[config.mk]
export PLATFORM = sky130hd
export DESIGN_NAME = rate_limiter
export DESIGN_NICKNAME = d
export VERILOG_FILES = /design/src/source/rate_limiter_pkg.sv /design/src/source/axis_if.sv /design/src/source/stream_fifo.sv /design/src/source/gap_timer.sv /design/src/source/egress_gate.sv /design/src/source/rate_limiter.sv
export SDC_FILE = /design/constraint.sdc
export NUM_CORES = 1
export LEC_CHECK = 0
export BUFFER_PORTS_ARGS = -buffer_cell sky130_fd_sc_hd__buf_2
export CORE_ASPECT_RATIO = 0.6
export CORE_MARGIN = 2
export CORE_UTILIZATION = 45
export DETAILED_ROUTE_END_ITERATION = 8
export PLACE_DENSITY = 0.73
export SYNTH_ARGS = -nofsm -noshare
export SYNTH_HDL_FRONTEND = slang
export SYNTH_HIERARCHICAL = 1
export SYNTH_SLANG_ARGS = --single-unit
[constraint.sdc]
create_clock -name axi_aclk -period 5.6 [get_ports axi_aclk]
set_input_delay 0.28 -clock axi_aclk [delete_from_list [all_inputs] [get_ports axi_aclk]]
set_output_delay 0.28 -clock axi_aclk [all_outputs]
set_load 0.03 [all_outputs]
[src/source/rate_limiter_pkg.sv]
// Packet rate limiter shared definitions
// Stream widths, the FIFO payload word and the gap timer sizes

package rate_limiter_pkg;

  // Stream data path
  localparam int data_width = 64;
  // One strobe bit per byte
  localparam int strb_width = data_width / 8;
  // Sideband carried with every word
  localparam int user_width = 16;

  // Gap timer sizing
  // Width of the rate_shift input, shifts 0 to 15
  localparam int shift_width = 4;
  // Word counter and gap countdown share this width
  // Packet length shifted left by 15 must still fit
  localparam int count_width = 32;

  // One stream beat as stored in the FIFO
  // Field order follows the bus signal order
  typedef struct packed {
    logic [data_width-1:0] tdata;
    logic [strb_width-1:0] tstrb;
    logic [user_width-1:0] tuser;
    logic                  tlast;
  } axis_word_t;

endpackage

[src/source/axis_if.sv]
// AXI-Stream link between blocks of the rate limiter
// Carries one packed stream word with a valid/ready handshake
// A beat moves on a rising clock edge with valid and ready both high

`timescale 1ns/1ps

interface axis_if;

  // Whole beat, data plus sideband plus tlast
  rate_limiter_pkg::axis_word_t word;
  // Producer has a beat on word
  logic                         valid;
  // Consumer can take the beat this cycle
  logic                         ready;

  // Producer side
  // Holds word steady while valid is high and not yet taken
  modport source (
    output word,
    output valid,
    input  ready
  );

  // Consumer side
  modport sink (
    input  word,
    input  valid,
    output ready
  );

endinterface

[src/source/stream_fifo.sv]
// Small fall-through stream FIFO
// Circular buffer of 2**depth_bits entries, head visible with no read delay
// Input ready drops at depth minus one entries, the nearly-full margin

`timescale 1ns/1ps

module stream_fifo #(
  parameter type payload_t  = logic,
  parameter int  depth_bits = 2
) (
  input  logic  axi_aclk,
  input  logic  arst_n,
  input  logic  sw_rst,
  axis_if.sink   wr,
  axis_if.source rd
);

  // Payload storage
  payload_t mem [2**depth_bits];

  // Pointers wrap naturally at the power of two
  logic [depth_bits-1:0] wr_ptr;
  logic [depth_bits-1:0] rd_ptr;
  // One extra bit so a full buffer is distinct from empty
  logic [depth_bits:0]   count;

  logic push;
  logic pop;

  // Handshakes on both sides
  assign push = wr.valid && wr.ready;
  assign pop  = rd.valid && rd.ready;

  // Nearly full once depth minus one entries are held
  // Leaves one slot of slack for the upstream source
  assign wr.ready = (count < (depth_bits + 1)'(2**depth_bits - 1));

  // Fall-through head
  assign rd.valid = (count != '0);
  assign rd.word  = mem[rd_ptr];

  // Payload write
  always_ff @(posedge axi_aclk) begin
    if (push) begin
      mem[wr_ptr] <= wr.word;
    end
  end

  // Pointer and occupancy control
  always_ff @(posedge axi_aclk or negedge arst_n) begin
    if (!arst_n) begin
      wr_ptr <= '0;
      rd_ptr <= '0;
      count  <= '0;
    end else if (sw_rst) begin
      // Soft reset drops everything buffered
      wr_ptr <= '0;
      rd_ptr <= '0;
      count  <= '0;
    end else begin
      if (push) begin
        wr_ptr <= wr_ptr + 1'b1;
      end
      if (pop) begin
        rd_ptr <= rd_ptr + 1'b1;
      end
      // Simultaneous push and pop leaves count unchanged
      case ({push, pop})
        2'b10:   count <= count + 1'b1;
        2'b01:   count <= count - 1'b1;
        default: count <= count;
      endcase
    end
  end

endmodule

[src/source/gap_timer.sv]
// Inter-packet gap timer
// Counts the words of the current packet, then closes the gap for
// packet length shifted left by rate_shift cycles

`timescale 1ns/1ps

module gap_timer (
  input  logic                                   axi_aclk,
  input  logic                                   arst_n,
  input  logic                                   sw_rst,
  input  logic [rate_limiter_pkg::shift_width-1:0] rate_shift,
  input  logic                                   word_taken,
  input  logic                                   last_taken,
  output logic                                   gap_open
);

  // Counting packet words, or waiting out the gap
  typedef enum logic {
    st_count,
    st_gap
  } state_t;

  state_t state;
  state_t state_nxt;

  // Word count while counting, remaining idle cycles while in the gap
  logic [rate_limiter_pkg::count_width-1:0] count;
  logic [rate_limiter_pkg::count_width-1:0] count_nxt;

  // Gap open only in the counting state
  assign gap_open = (state == st_count);

  // Next state and counter
  always_comb begin
    state_nxt = state;
    count_nxt = count;
    case (state)
      st_count: begin
        if (last_taken) begin
          // k words before the last, so k+1 is the packet length
          count_nxt = (count + 1'b1) << rate_shift;
          state_nxt = st_gap;
        end else if (word_taken) begin
          count_nxt = count + 1'b1;
        end
      end
      st_gap: begin
        if (count > 1) begin
          count_nxt = count - 1'b1;
        end else begin
          // Gap served, open again on the next cycle
          count_nxt = '0;
          state_nxt = st_count;
        end
      end
      default: begin
        state_nxt = st_count;
        count_nxt = '0;
      end
    endcase
  end

  always_ff @(posedge axi_aclk or negedge arst_n) begin
    if (!arst_n) begin
      state <= st_count;
      count <= '0;
    end else if (sw_rst) begin
      // No gap owed after a soft reset
      state <= st_count;
      count <= '0;
    end else begin
      state <= state_nxt;
      count <= count_nxt;
    end
  end

endmodule

[src/source/egress_gate.sv]
// Egress gate of the rate limiter
// Shows the FIFO head on the output while the gap is open and
// pulses word and last-word strobes to the gap timer on each handshake

`timescale 1ns/1ps

module egress_gate (
  input  logic                         axi_aclk,
  input  logic                         arst_n,
  input  logic                         gap_open,
  axis_if.sink                         head,
  output rate_limiter_pkg::axis_word_t out_word,
  output logic                         out_valid,
  input  logic                         out_ready,
  output logic                         word_taken,
  output logic                         last_taken
);

  // Set between the first and last word of a packet
  logic in_pkt;
  // Head may go out this cycle
  logic pass;
  // Output handshake
  logic fire;

  // Gap only matters at a packet start
  // Keeps a packet whole whatever the timer does
  assign pass = in_pkt || gap_open;

  // Head payload goes straight out
  assign out_word = head.word;

  // Valid only when allowed to pass
  assign out_valid = head.valid && pass;

  // Pop the FIFO only on an accepted beat
  assign head.ready = out_ready && pass;

  assign fire = head.valid && out_ready && pass;

  // Strobes to the timer, one cycle each
  assign word_taken = fire;
  assign last_taken = fire && head.word.tlast;

  // Packet-in-progress tracking
  always_ff @(posedge axi_aclk or negedge arst_n) begin
    if (!arst_n) begin
      in_pkt <= 1'b0;
    end else if (fire) begin
      // Last word closes the packet, any other word opens or extends it
      in_pkt <= !head.word.tlast;
    end
  end

endmodule

[src/source/rate_limiter.sv]
// Packet rate limiter for a 64-bit AXI-Stream path
// Enabled, each packet of n words is followed by n << rate_shift idle cycles
// Disabled, the stream is passed straight through with no storage

`timescale 1ns/1ps

module rate_limiter (
  input  logic                                     axi_aclk,
  input  logic                                     arst_n,
  input  logic                                     sw_rst,
  input  logic                                     rate_en,
  input  logic [rate_limiter_pkg::shift_width-1:0] rate_shift,

  // Sink side, from upstream
  input  logic [rate_limiter_pkg::data_width-1:0]  s_tdata,
  input  logic [rate_limiter_pkg::strb_width-1:0]  s_tstrb,
  input  logic [rate_limiter_pkg::user_width-1:0]  s_tuser,
  input  logic                                     s_tlast,
  input  logic                                     s_tvalid,
  output logic                                     s_tready,

  // Source side, to downstream
  output logic [rate_limiter_pkg::data_width-1:0]  m_tdata,
  output logic [rate_limiter_pkg::strb_width-1:0]  m_tstrb,
  output logic [rate_limiter_pkg::user_width-1:0]  m_tuser,
  output logic                                     m_tlast,
  output logic                                     m_tvalid,
  input  logic                                     m_tready
);

  // Links between the internal blocks
  axis_if fifo_in_if ();
  axis_if fifo_out_if ();

  // Gate output toward the m_ ports
  rate_limiter_pkg::axis_word_t gate_word;
  logic                         gate_valid;

  // Timer strobes and gap state
  logic word_taken;
  logic last_taken;
  logic gap_open;

  // Pack the sink side into one payload word
  assign fifo_in_if.word.tdata = s_tdata;
  assign fifo_in_if.word.tstrb = s_tstrb;
  assign fifo_in_if.word.tuser = s_tuser;
  assign fifo_in_if.word.tlast = s_tlast;
  // No writes while bypassed
  assign fifo_in_if.valid      = s_tvalid && rate_en;

  // Payload buffer
  stream_fifo #(
    .payload_t  (rate_limiter_pkg::axis_word_t),
    .depth_bits (2)
  ) fifo_i (
    .axi_aclk (axi_aclk),
    .arst_n   (arst_n),
    .sw_rst   (sw_rst),
    .wr       (fifo_in_if.sink),
    .rd       (fifo_out_if.source)
  );

  // Inter-packet gap timing
  gap_timer timer_i (
    .axi_aclk   (axi_aclk),
    .arst_n     (arst_n),
    .sw_rst     (sw_rst),
    .rate_shift (rate_shift),
    .word_taken (word_taken),
    .last_taken (last_taken),
    .gap_open   (gap_open)
  );

  // Head of FIFO to output, held back during the gap
  // Downstream ready only reaches it in limited mode
  egress_gate gate_i (
    .axi_aclk   (axi_aclk),
    .arst_n     (arst_n),
    .gap_open   (gap_open),
    .head       (fifo_out_if.sink),
    .out_word   (gate_word),
    .out_valid  (gate_valid),
    .out_ready  (m_tready && rate_en),
    .word_taken (word_taken),
    .last_taken (last_taken)
  );

  // Output select, bypass or limited path
  always_comb begin
    if (rate_en) begin
      m_tdata  = gate_word.tdata;
      m_tstrb  = gate_word.tstrb;
      m_tuser  = gate_word.tuser;
      m_tlast  = gate_word.tlast;
      m_tvalid = gate_valid;
      // Back-pressure from the FIFO nearly-full flag
      s_tready = fifo_in_if.ready;
    end else begin
      // Zero-latency straight path
      m_tdata  = s_tdata;
      m_tstrb  = s_tstrb;
      m_tuser  = s_tuser;
      m_tlast  = s_tlast;
      m_tvalid = s_tvalid;
      s_tready = m_tready;
    end
  end

endmodule

; Word level (Yosys, flattened, before mapping)
; Memory sizes are Yosys's and may differ from the RTL's.
; Index checks and enable logic that the tools add are counted.
[classes]
n_eq_ne = 3
mux = 23
shifts = 1
reduce_logical = 15
bitwise_logic = 1
magnitude_cmp = 2
n_addsub = 6
[ops]
columns = cell, count
row1 = $mux W32, 4
row2 = $mux W64, 1
row3 = $pmux W32 S2, 1
row4 = $add A32 B1 Y32 const B, 1
row5 = $gt A32 B1 Y1 const B, 1
row6 = $shl A32 B4 Y32, 1
row7 = $sub A32 B1 Y32 const B, 1
row8 = $mux W16, 1
row9 = $logic_and A1 B1 Y1, 9
row10 = $mux W1, 8
row11 = $mux W2, 4
row12 = $mux W8, 1
row13 = $pmux W3 S2, 1
row14 = $reduce_bool A3 Y1, 2
row15 = $add A2 B1 Y2 const B, 2
row16 = $ne A4 B4 Y1 const B, 1
row17 = $reduce_bool A2 Y1, 2
row18 = $add A3 B1 Y3 const B, 1
row19 = $lt A3 B2 Y1 const B, 1
row20 = $mux W3, 1
row21 = $sub A3 B1 Y3 const B, 1
row22 = $eq A2 B1 Y1 const B, 1
row23 = $eq A2 B2 Y1 const B, 1
row24 = $pmux W1 S2, 1
row25 = 3 further kinds, 3
[word_totals]
n_memories = 1
ramBits = 356
word_cells = 58
reg_bits = 41
[memory_table]
columns = name, words, width, rd, rd_clocked_by_memory_dff, write_ports, line
row1 = fifo_i.mem, 4, 89, 1, 0, 1, stream_fifo.sv:19  ; payload_t mem [2**depth_bits];

; Depth between registers and ports, before layout
; Gate-level depths: netlist of the first run.
[logic_depth]
ltp_word = 7
mapped_depth = 14

; Modules after synthesis
; Netlist of the first run, hierarchy kept.
[modules_own_cells]
columns = mod, cells_per_inst, area_per_inst_um2, instances
row1 = stream_fifo, 511, 13266.5, 1
row2 = gap_timer, 714, 5177.5, 1
row3 = rate_limiter, 103, 1388.8, 1
row4 = egress_gate, 98, 744.5, 1

; Least setup slack after synthesis of the first run
; OpenSTA, ideal clock, no wires.
[synth_timing]
kind = in2reg
start = input port rate_en
end = memory fifo_i/mem[0][0] in the netlist's numbering, enable pin
setup_ns = 0.458
n_path_buf = 2
path_stages = 4
t_required_ns = 5.142
t_arrival_ns = 3.009
path_slack_ns = 2.133
path_cell_list = buf_4 > buf_6 > and2_1 > and3_1
[synth_via]
elab_chain_cells = 4
[synth_lines]
columns = item, line
row1 = from (decl), rate_limiter.sv:11  ; input logic rate_en,
row2 = $logic_and A1 B1 Y1, rate_limiter.sv:50  ; assign fifo_in_if.valid = s_tvalid && rate_en;
row3 = net fifo_in_if.valid, axis_if.sv:12  ; logic valid;
row4 = $logic_and A1 B1 Y1, stream_fifo.sv:31  ; assign push = wr.valid && wr.ready;
row5 = $mux W1, stream_fifo.sv:44  ; if (push) begin
row6 = $mux W1 (implied by the code), stream_fifo.sv:45  ; mem[wr_ptr] <= wr.word;
row7 = to (decl), stream_fifo.sv:19
; The timed path passes the listed nets, and every way through them passes these cells.

==> impl_metrics.json, run 1 <==
{
  "outcome": "finished, final reports clean",
  "drt_first_pass_iters": 6,
  "remaining_drc_errors": 0,
  "cts_buffer_depth": 3,
  "cp-start-kind": "flip-flop",
  "seqCellArea_mm2": 0.01172,
  "via_per_inst": 6.122,
  "antenna_found_initial": 1,
  "timing.rr.start": "fifo_i/rd_ptr[0]",
  "clock_latency_ns": 0.53,
  "seqPwrFrac_pct": 48.3,
  "required_ns": 5.96,
  "cap_violations": 0,
  "clk_pin_slew_ns": 0.07,
  "pwr_density_cell_mw_per_mm2": 300.0,
  "die_area_mm2": 0.04751,
  "hpwl_um": 34210,
  "hp-class": "in -> reg",
  "grt-ovfl-total": 0,
  "cts_resized": 0,
  "num_vias": 13350,
  "drv_slew": 0,
  "synth_edf_count": 356,
  "track_usage_pct": 22.41,
  "synth_cell_types": 84,
  "pwr-share-clk_pct": 35.9,
  "synthToLayoutAreaGrowth_pct": 13.45,
  "clock_skew_ns": 0.01758,
  "fin_cells": 2180,
  "initial_core_util_pct": 45.76,
  "p_int_w": 0.005196,
  "grt_pass1_wl_um": 81790,
  "cts_sinks": 397,
  "gp_routability_congestion": 0.9856,
  "drtIter0Drc": 1708,
  "finalSetupViolCount": 0,
  "syn-num-nets": 1533,
  "drive_gt1_share_pct": 31.51,
  "yosysTopAreaCell": "edfxtp_1",
  "wl_um": 53760,
  "synth_top_area_share_pct": 51.95,
  "cts_hold_buf": 85,
  "switching_power_w": 0.001807,
  "syn_area_mm2": 0.02058,
  "crit_arrival_ns": 4.20,
  "finalSetupTns_ns": 0,
  "rsz0062_at_grt": "no",
  "cp_max_fo": 24,
  "syn_avg_cell_area_um2": 14.43,
  "core_mm2": 0.04497,
  "fp-row-count": 60,
  "ys.warnings.count": 6,
  "holdCritStartpoint": "s_tdata[44]",
  "switching_share_pct": 25.80,
  "first_global_vias": 13160,
  "place_inst": 2029,
  "comb_power_share_pct": 15.8,
  "critPathCaptureType": "flip-flop",
  "fp.dieW_um": 280.1,
  "min_period_ns": 3.841,
  "fp.dieH_um": 169.6,
  "cts_buffers": 37,
  "htree_levels": 2,
  "ant_nets": 0,
  "hold_violations": 0,
  "boundaryPins": 190,
  "grt_max_degree": 65,
  "path_class": "reg -> reg",
  "synth_most_common_cell": "edfxtp_1",
  "n_fill_cell": 3677,
  "wl_per_cell_um": 24.66,
  "yosysSeqAreaShare_pct": 56.94,
  "fin_crit_sh_pct": 68.60,
  "cp-startpoint": "fifo_i/rd_ptr[0]",
  "tightest_slew_ns": 1.399,
  "slew_headroom_pct": 6.623,
  "nets": 1671,
  "cellLeakagePower_nw": 8.214,
  "irDropWorstVdd_mv": 0.2703,
  "portBuffers": 189,
  "post_cts_buffers": 0,
  "tritoncts": "built",
  "ys_ff_latch": 397,
  "max_freq_ghz": 0.2603,
  "cts_root_buffer": "clkbuf_16",
  "multi_input_area_mm2": 0.007632,
  "ys_top_cells_by_count": "edfxtp_1 (356), mux4_2 (95), buf_4 (93)",
  "synth_area_leaders": "edfxtp_1 (52%), mux4_2 (10%), mux2_4 (5.0%), dfrtp_1 (5.0%), buf_4 (3.4%)",
  "synthCells": 1426,
  "synth_async_sr_flop_share_pct": 10.33,
  "synth_ff_type": "edfxtp_1"
}
cell families (layout without fill, tap and decap cells):
logic type / count (synthesis) / count (layout) / synth area share, %
adders and majority gates: 8 / 8 / 0.5229
AOI/OAI and AO/OA: 239 / 239 / 8.099
DFF: 397 / 397 / 56.94
buffers and inverters: 218 / 382 / 6.129
other: 0 / 1 / 0
muxes: 240 / 240 / 19.37
and+or+nand+nor: 294 / 294 / 7.668
xor gates and xnor gates: 30 / 30 / 1.277
power groups by stage:
stage	registers (W)	logic [W]	clock network [W]
after floorplan	0.00341	0.000830	0
after global placement	0.00344	0.00102	0
after detailed placement	0.00344	0.00104	0
after CTS	0.00338	0.00109	0.00258
after global routing	0.00339	0.00117	0.00268
final	0.00338	0.00111	0.00252
worst max-delay path: stages (launching register included):
cell,delay [ns]
dfrtp_4,0.75
mux4_2,0.62
nor3b_2,0.18
buf_4,0.22
nor2_2,1.08
o21ai_0,0.22
o211ai_1,0.17
a21boi_0,0.31
a2111oi_1,0.11
routing by layer:
layer | global-route usage (%) | share of wire (%) | wire [um]
met5 | 0 | 0 | 0
met4 | 4.859 | 2.1 | 1121
met3 | 6.388 | 11 | 5689
met2 | 33.72 | 45 | 24020
met1 | 32.41 | 43 | 22930
cells in the final DEF (no fill, tap or decap), drive strengths merged, types with 6 or more instances in the layout:
cell | Yosys | routed
o31ai | 6 | 6
nand2 | 73 | 73
nor2b | 12 | 12
and2 | 6 | 6
and4 | 8 | 8
inv | 16 | 19
a21oi | 49 | 49
or3 | 11 | 11
buf | 144 | 215
o21ai | 47 | 47
nand2b | 7 | 7
mux4 | 95 | 95
xor2 | 13 | 13
nor4 | 13 | 13
clkbuf | 57 | 46
mux2i | 37 | 37
nand4 | 17 | 17
edfxtp | 356 | 356
a311oi | 8 | 8
mux2 | 108 | 108
nor2 | 53 | 53
xnor2 | 17 | 17
nor3 | 23 | 23
or4 | 6 | 6
or2 | 10 | 10
o211ai | 9 | 9
a211oi | 17 | 17
dfrtp | 41 | 41
ha | 7 | 7
o22ai | 7 | 7
clkinv | 1 | 13
dlygate4sd3 | 0 | 85
a31oi | 16 | 16
a221oi | 17 | 17
nand3 | 30 | 30
and3 | 15 | 15
layout make-up:
type	count	area share (%)
repair buffers	300	8.559
diodes	1	0.01072
flip-flops and latches	397	50.22
clock inverters	19	0.8897
well taps	589	3.157
clock buffers	46	4.197
multi-input cells	811	32.69
inverters	17	0.2733
path summary, 6_finish.rpt:
path / end / slack [ns] / cells past startpoint
max reg2reg: timer_i/count[26] / 1.76 / 8
max: timer_i/count[26] / 1.76 / 8
max in group asynchronous: fifo_i/rd_ptr[0] / 4.69 / 3
min reg2reg: fifo_i/wr_ptr[1] / 0.58 / 2
min in group asynchronous: timer_i/count[23] / 0.42 / 3
min: fifo_i/mem[0][69] / 0.02 / 1
stage by stage:
stage                     power (W)  utilization, %  cell area, um2  setup WS (ns)  hold slack [ns]
after floorplan            0.004240               -           20580          2.133         -0.01559
after global placement     0.004460           47.38           21300          1.984           0.4442
after detailed placement   0.004480           47.38           21300          1.891           0.4366
after CTS                  0.007049           51.91           23340          1.861         0.002239
after global routing       0.007239           51.91           23340          1.575         0.008786
final                      0.007003           51.91           23340          1.759          0.01650
sequential cells by signal, indices dropped and copies added (netlist names):
name / count
fifo_i/count: 3
fifo_i/wr_ptr: 2
timer_i/state: 1
fifo_i/rd_ptr: 2
fifo_i/mem: 356
timer_i/count: 32
gate_i/in_pkt: 1
Power figures use the tool's default switching activity.
==> run 2: changes to the inputs <==
- ABC_AREA: not set -> 1
- PLACE_DENSITY: 0.73 -> 0.76
- clock period: 5.6 -> 3.4 ns (I/O delays scaled with it)
==> run 2 against run 1 <==
Design area decreased by 0.25%. Die area decreased by 0.36%. Register-to-register slack got worse by 1.3 ns. Clock-buffer cell count unchanged. Clock power increased by 65%. Worst setup slack got worse by 1.4 ns. Flip-flop and latch count unchanged. Critical path depth decreased by 2.
==> impl_metrics.json, run 2 <==
{
  "htree_levels": 2,
  "synth_top_area_share_pct": 52.14,
  "max_freq_ghz": 0.3238,
  "fin_crit_sh_pct": 90.84,
  "irDropWorstVdd_mv": 0.3701,
  "hold_violations": 0,
  "cts_buffer_depth": 3,
  "tightest_slew_ns": 1.084,
  "finalSetupTns_ns": 0,
  "portBuffers": 189,
  "synth_edf_count": 356,
  "fp.dieH_um": 169.3,
  "holdCritStartpoint": "m_tready",
  "core_mm2": 0.04489,
  "m1WireLength_um": 26090,
  "r2r_end": "timer_i/count[22]",
  "syn_avg_cell_area_um2": 9.231,
  "pwr_density_cell_mw_per_mm2": 494.1,
  "hpwl_um": 37770,
  "synth_area_leaders": "edfxtp_1 (52%), nand2_1 (10%), nand3_1 (5.4%), nor2_1 (5.1%), dfrtp_1 (5.0%)",
  "wl_per_cell_um": 20.24,
  "hp-class": "in -> reg",
  "syn-num-nets": 2328,
  "gp_routability_congestion": 0.9662,
  "utilization_pct": 51.87,
  "rsz0062_at_grt": "no",
  "r2r_setup_slack_ns": 0.43,
  "synth_async_sr_flop_share_pct": 10.33,
  "ys_ff_latch": 397,
  "yosysSeqAreaShare_pct": 57.15,
  "required_ns": 3.23,
  "min_path_cells": 7,
  "clock_latency_ns": 0.56,
  "synth_most_common_cell": "nand2_1",
  "wl_met3_um": 7609,
  "ys.warnings.count": 6,
  "nets": 2460,
  "grt_max_degree": 160,
  "grt_pass1_wl_um": 91330,
  "cp_max_fo": 106,
  "min_period_ns": 3.089,
  "drv_slew": 0,
  "wl_met2_um": 25290,
  "grt-ovfl-total": 0,
  "clock_skew_ns": 0.02733,
  "crit_arrival_ns": 2.92,
  "timing.hold.ws_ns": 0.1623,
  "fin_cells": 2971,
  "n_fill_cell": 3931,
  "timing.rr.start": "timer_i/count[0]",
  "tritoncts": "built",
  "remaining_drc_errors": 0,
  "largest_registers": "fifo_i/mem x356, timer_i/count x32, fifo_i/count x3",
  "antenna_found_initial": 2,
  "cellLeakagePower_nw": 9.276,
  "synthCells": 2221,
  "wl_um": 60140,
  "ant_nets": 0,
  "drt_first_pass_iters": 6,
  "min_to": "gate_i/in_pkt",
  "place_inst": 2811,
  "num_vias": 16810,
  "final_cell_mix": "nand2_1 (544), edfxtp_1 (356), nor2_1 (277), nand3_1 (220), o21ai_0 (198)",
  "final_area_mm2": 0.02329,
  "drive_gt1_share_pct": 13.81,
  "outcome": "finished, final reports clean",
  "synth_ff_type": "edfxtp_1",
  "initial_core_util_pct": 45.67,
  "reg2reg_depth": 13,
  "track_usage_pct": 25.06,
  "path_class": "reg -> out",
  "slew_headroom_pct": 27.72,
  "dr.max_layer_used": "met4",
  "cts_root_buffer": "clkbuf_16",
  "synth_cell_types": 45,
  "first_global_vias": 15670,
  "final_common_cell": "nand2_1",
  "largest_register_ff_count": 356,
  "boundaryPins": 190,
  "die_area_mm2": 0.04734,
  "critPathCaptureType": "output port",
  "dpl_cell_area_mm2": 0.02117,
  "syn_area_mm2": 0.02050,
  "largest_register": "fifo_i/mem",
  "cts_sinks": 397,
  "drtIter0Drc": 2086,
  "via_per_inst": 5.656,
  "ys_top_cells_by_count": "nand2_1 (544), edfxtp_1 (356), nor2_1 (281)",
  "cp-start-kind": "flip-flop",
  "cts_buffers": 38,
  "fp-row-count": 60,
  "finalSetupViolCount": 0,
  "cap_violations": 0,
  "antenna_cells": 0,
  "clk_pin_slew_ns": 0.06,
  "fp.dieW_um": 279.6,
  "yosysTopAreaCell": "edfxtp_1",
  "synthToLayoutAreaGrowth_pct": 13.58
}
-- run 2: cells by family after synthesis --
kind of cell               after synthesis  synth area share [%]
DFF                                    397                 57.15
adders and majority gates                8                0.5248
xor gates and xnor gates                26                 1.147
and+or+nand+nor                       1096                 22.42
AOI/OAI and AO/OA                      379                 10.13
buffers and inverters                  313                 8.538
muxes                                    2               0.09765
-- run 2: what timing repair did --
action | 4_1_cts | 5_1_grt
endpoints found under the hold margin | 392 | 0
buffers inserted | 0 | 0
gates resized for setup | 0 | 1
endpoints found under the setup margin | 0 | 14
hold buffers | 91 | 0
-- run 2: how the worst max path moves through the flow --
stage,from,endpoint,cells after the start
final,fifo_i/rd_ptr[0],m_tdata[18],6
after global routing,fifo_i/rd_ptr[0],m_tdata[25],6
after CTS,fifo_i/rd_ptr[0],timer_i/count[6],10
after detailed placement,fifo_i/rd_ptr[0],timer_i/count[1],10
after global placement,fifo_i/rd_ptr[0],timer_i/count[2],10
after floorplan,rate_en,fifo_i/mem[0][0],6
-- run 2: per-stage QoR --
step                power (W)  setup slack, ns
global placement     0.007280           0.2845
global route          0.01191          0.04659
detailed placement   0.007304           0.2459
floorplan            0.006895         -0.09918
CTS                   0.01152           0.1769
finish                0.01151           0.3114
-- run 2: cell type report --
| cell class | instances | area [um2] | share of cell area (%) |
|---|---|---|---|
| clock buffers | 46 | 980.9 | 4.212 |
| flip-flops and latches | 397 | 11720 | 50.33 |
| clock inverters | 23 | 219.0 | 0.9403 |
| multi-input cells | 1511 | 7071 | 30.36 |
| inverters | 92 | 351.6 | 1.510 |
| well taps | 589 | 737.0 | 3.165 |
| repair buffers | 313 | 2207 | 9.478 |
-- run 2: where the power goes --
part           switching [W]  internal, W
logic                0.00129     0.000538
clock network        0.00191      0.00225
registers          0.0000627      0.00545
-- run 2: critical path: stages (launching register included) --
cell     delay (ns)
dfrtp_4        0.59
buf_4          0.85
o21ai_0        0.22
o22ai_1        0.19
nand2_1        0.11
nand2_1        0.12
buf_2          0.20
-- run 2: routing by layer --
layer,GRT usage [%],vias to the layer above
li1,-,7803
met5,0,-
met1,36.71,7948
met4,5.906,0
met2,36.25,961
met3,7.819,93
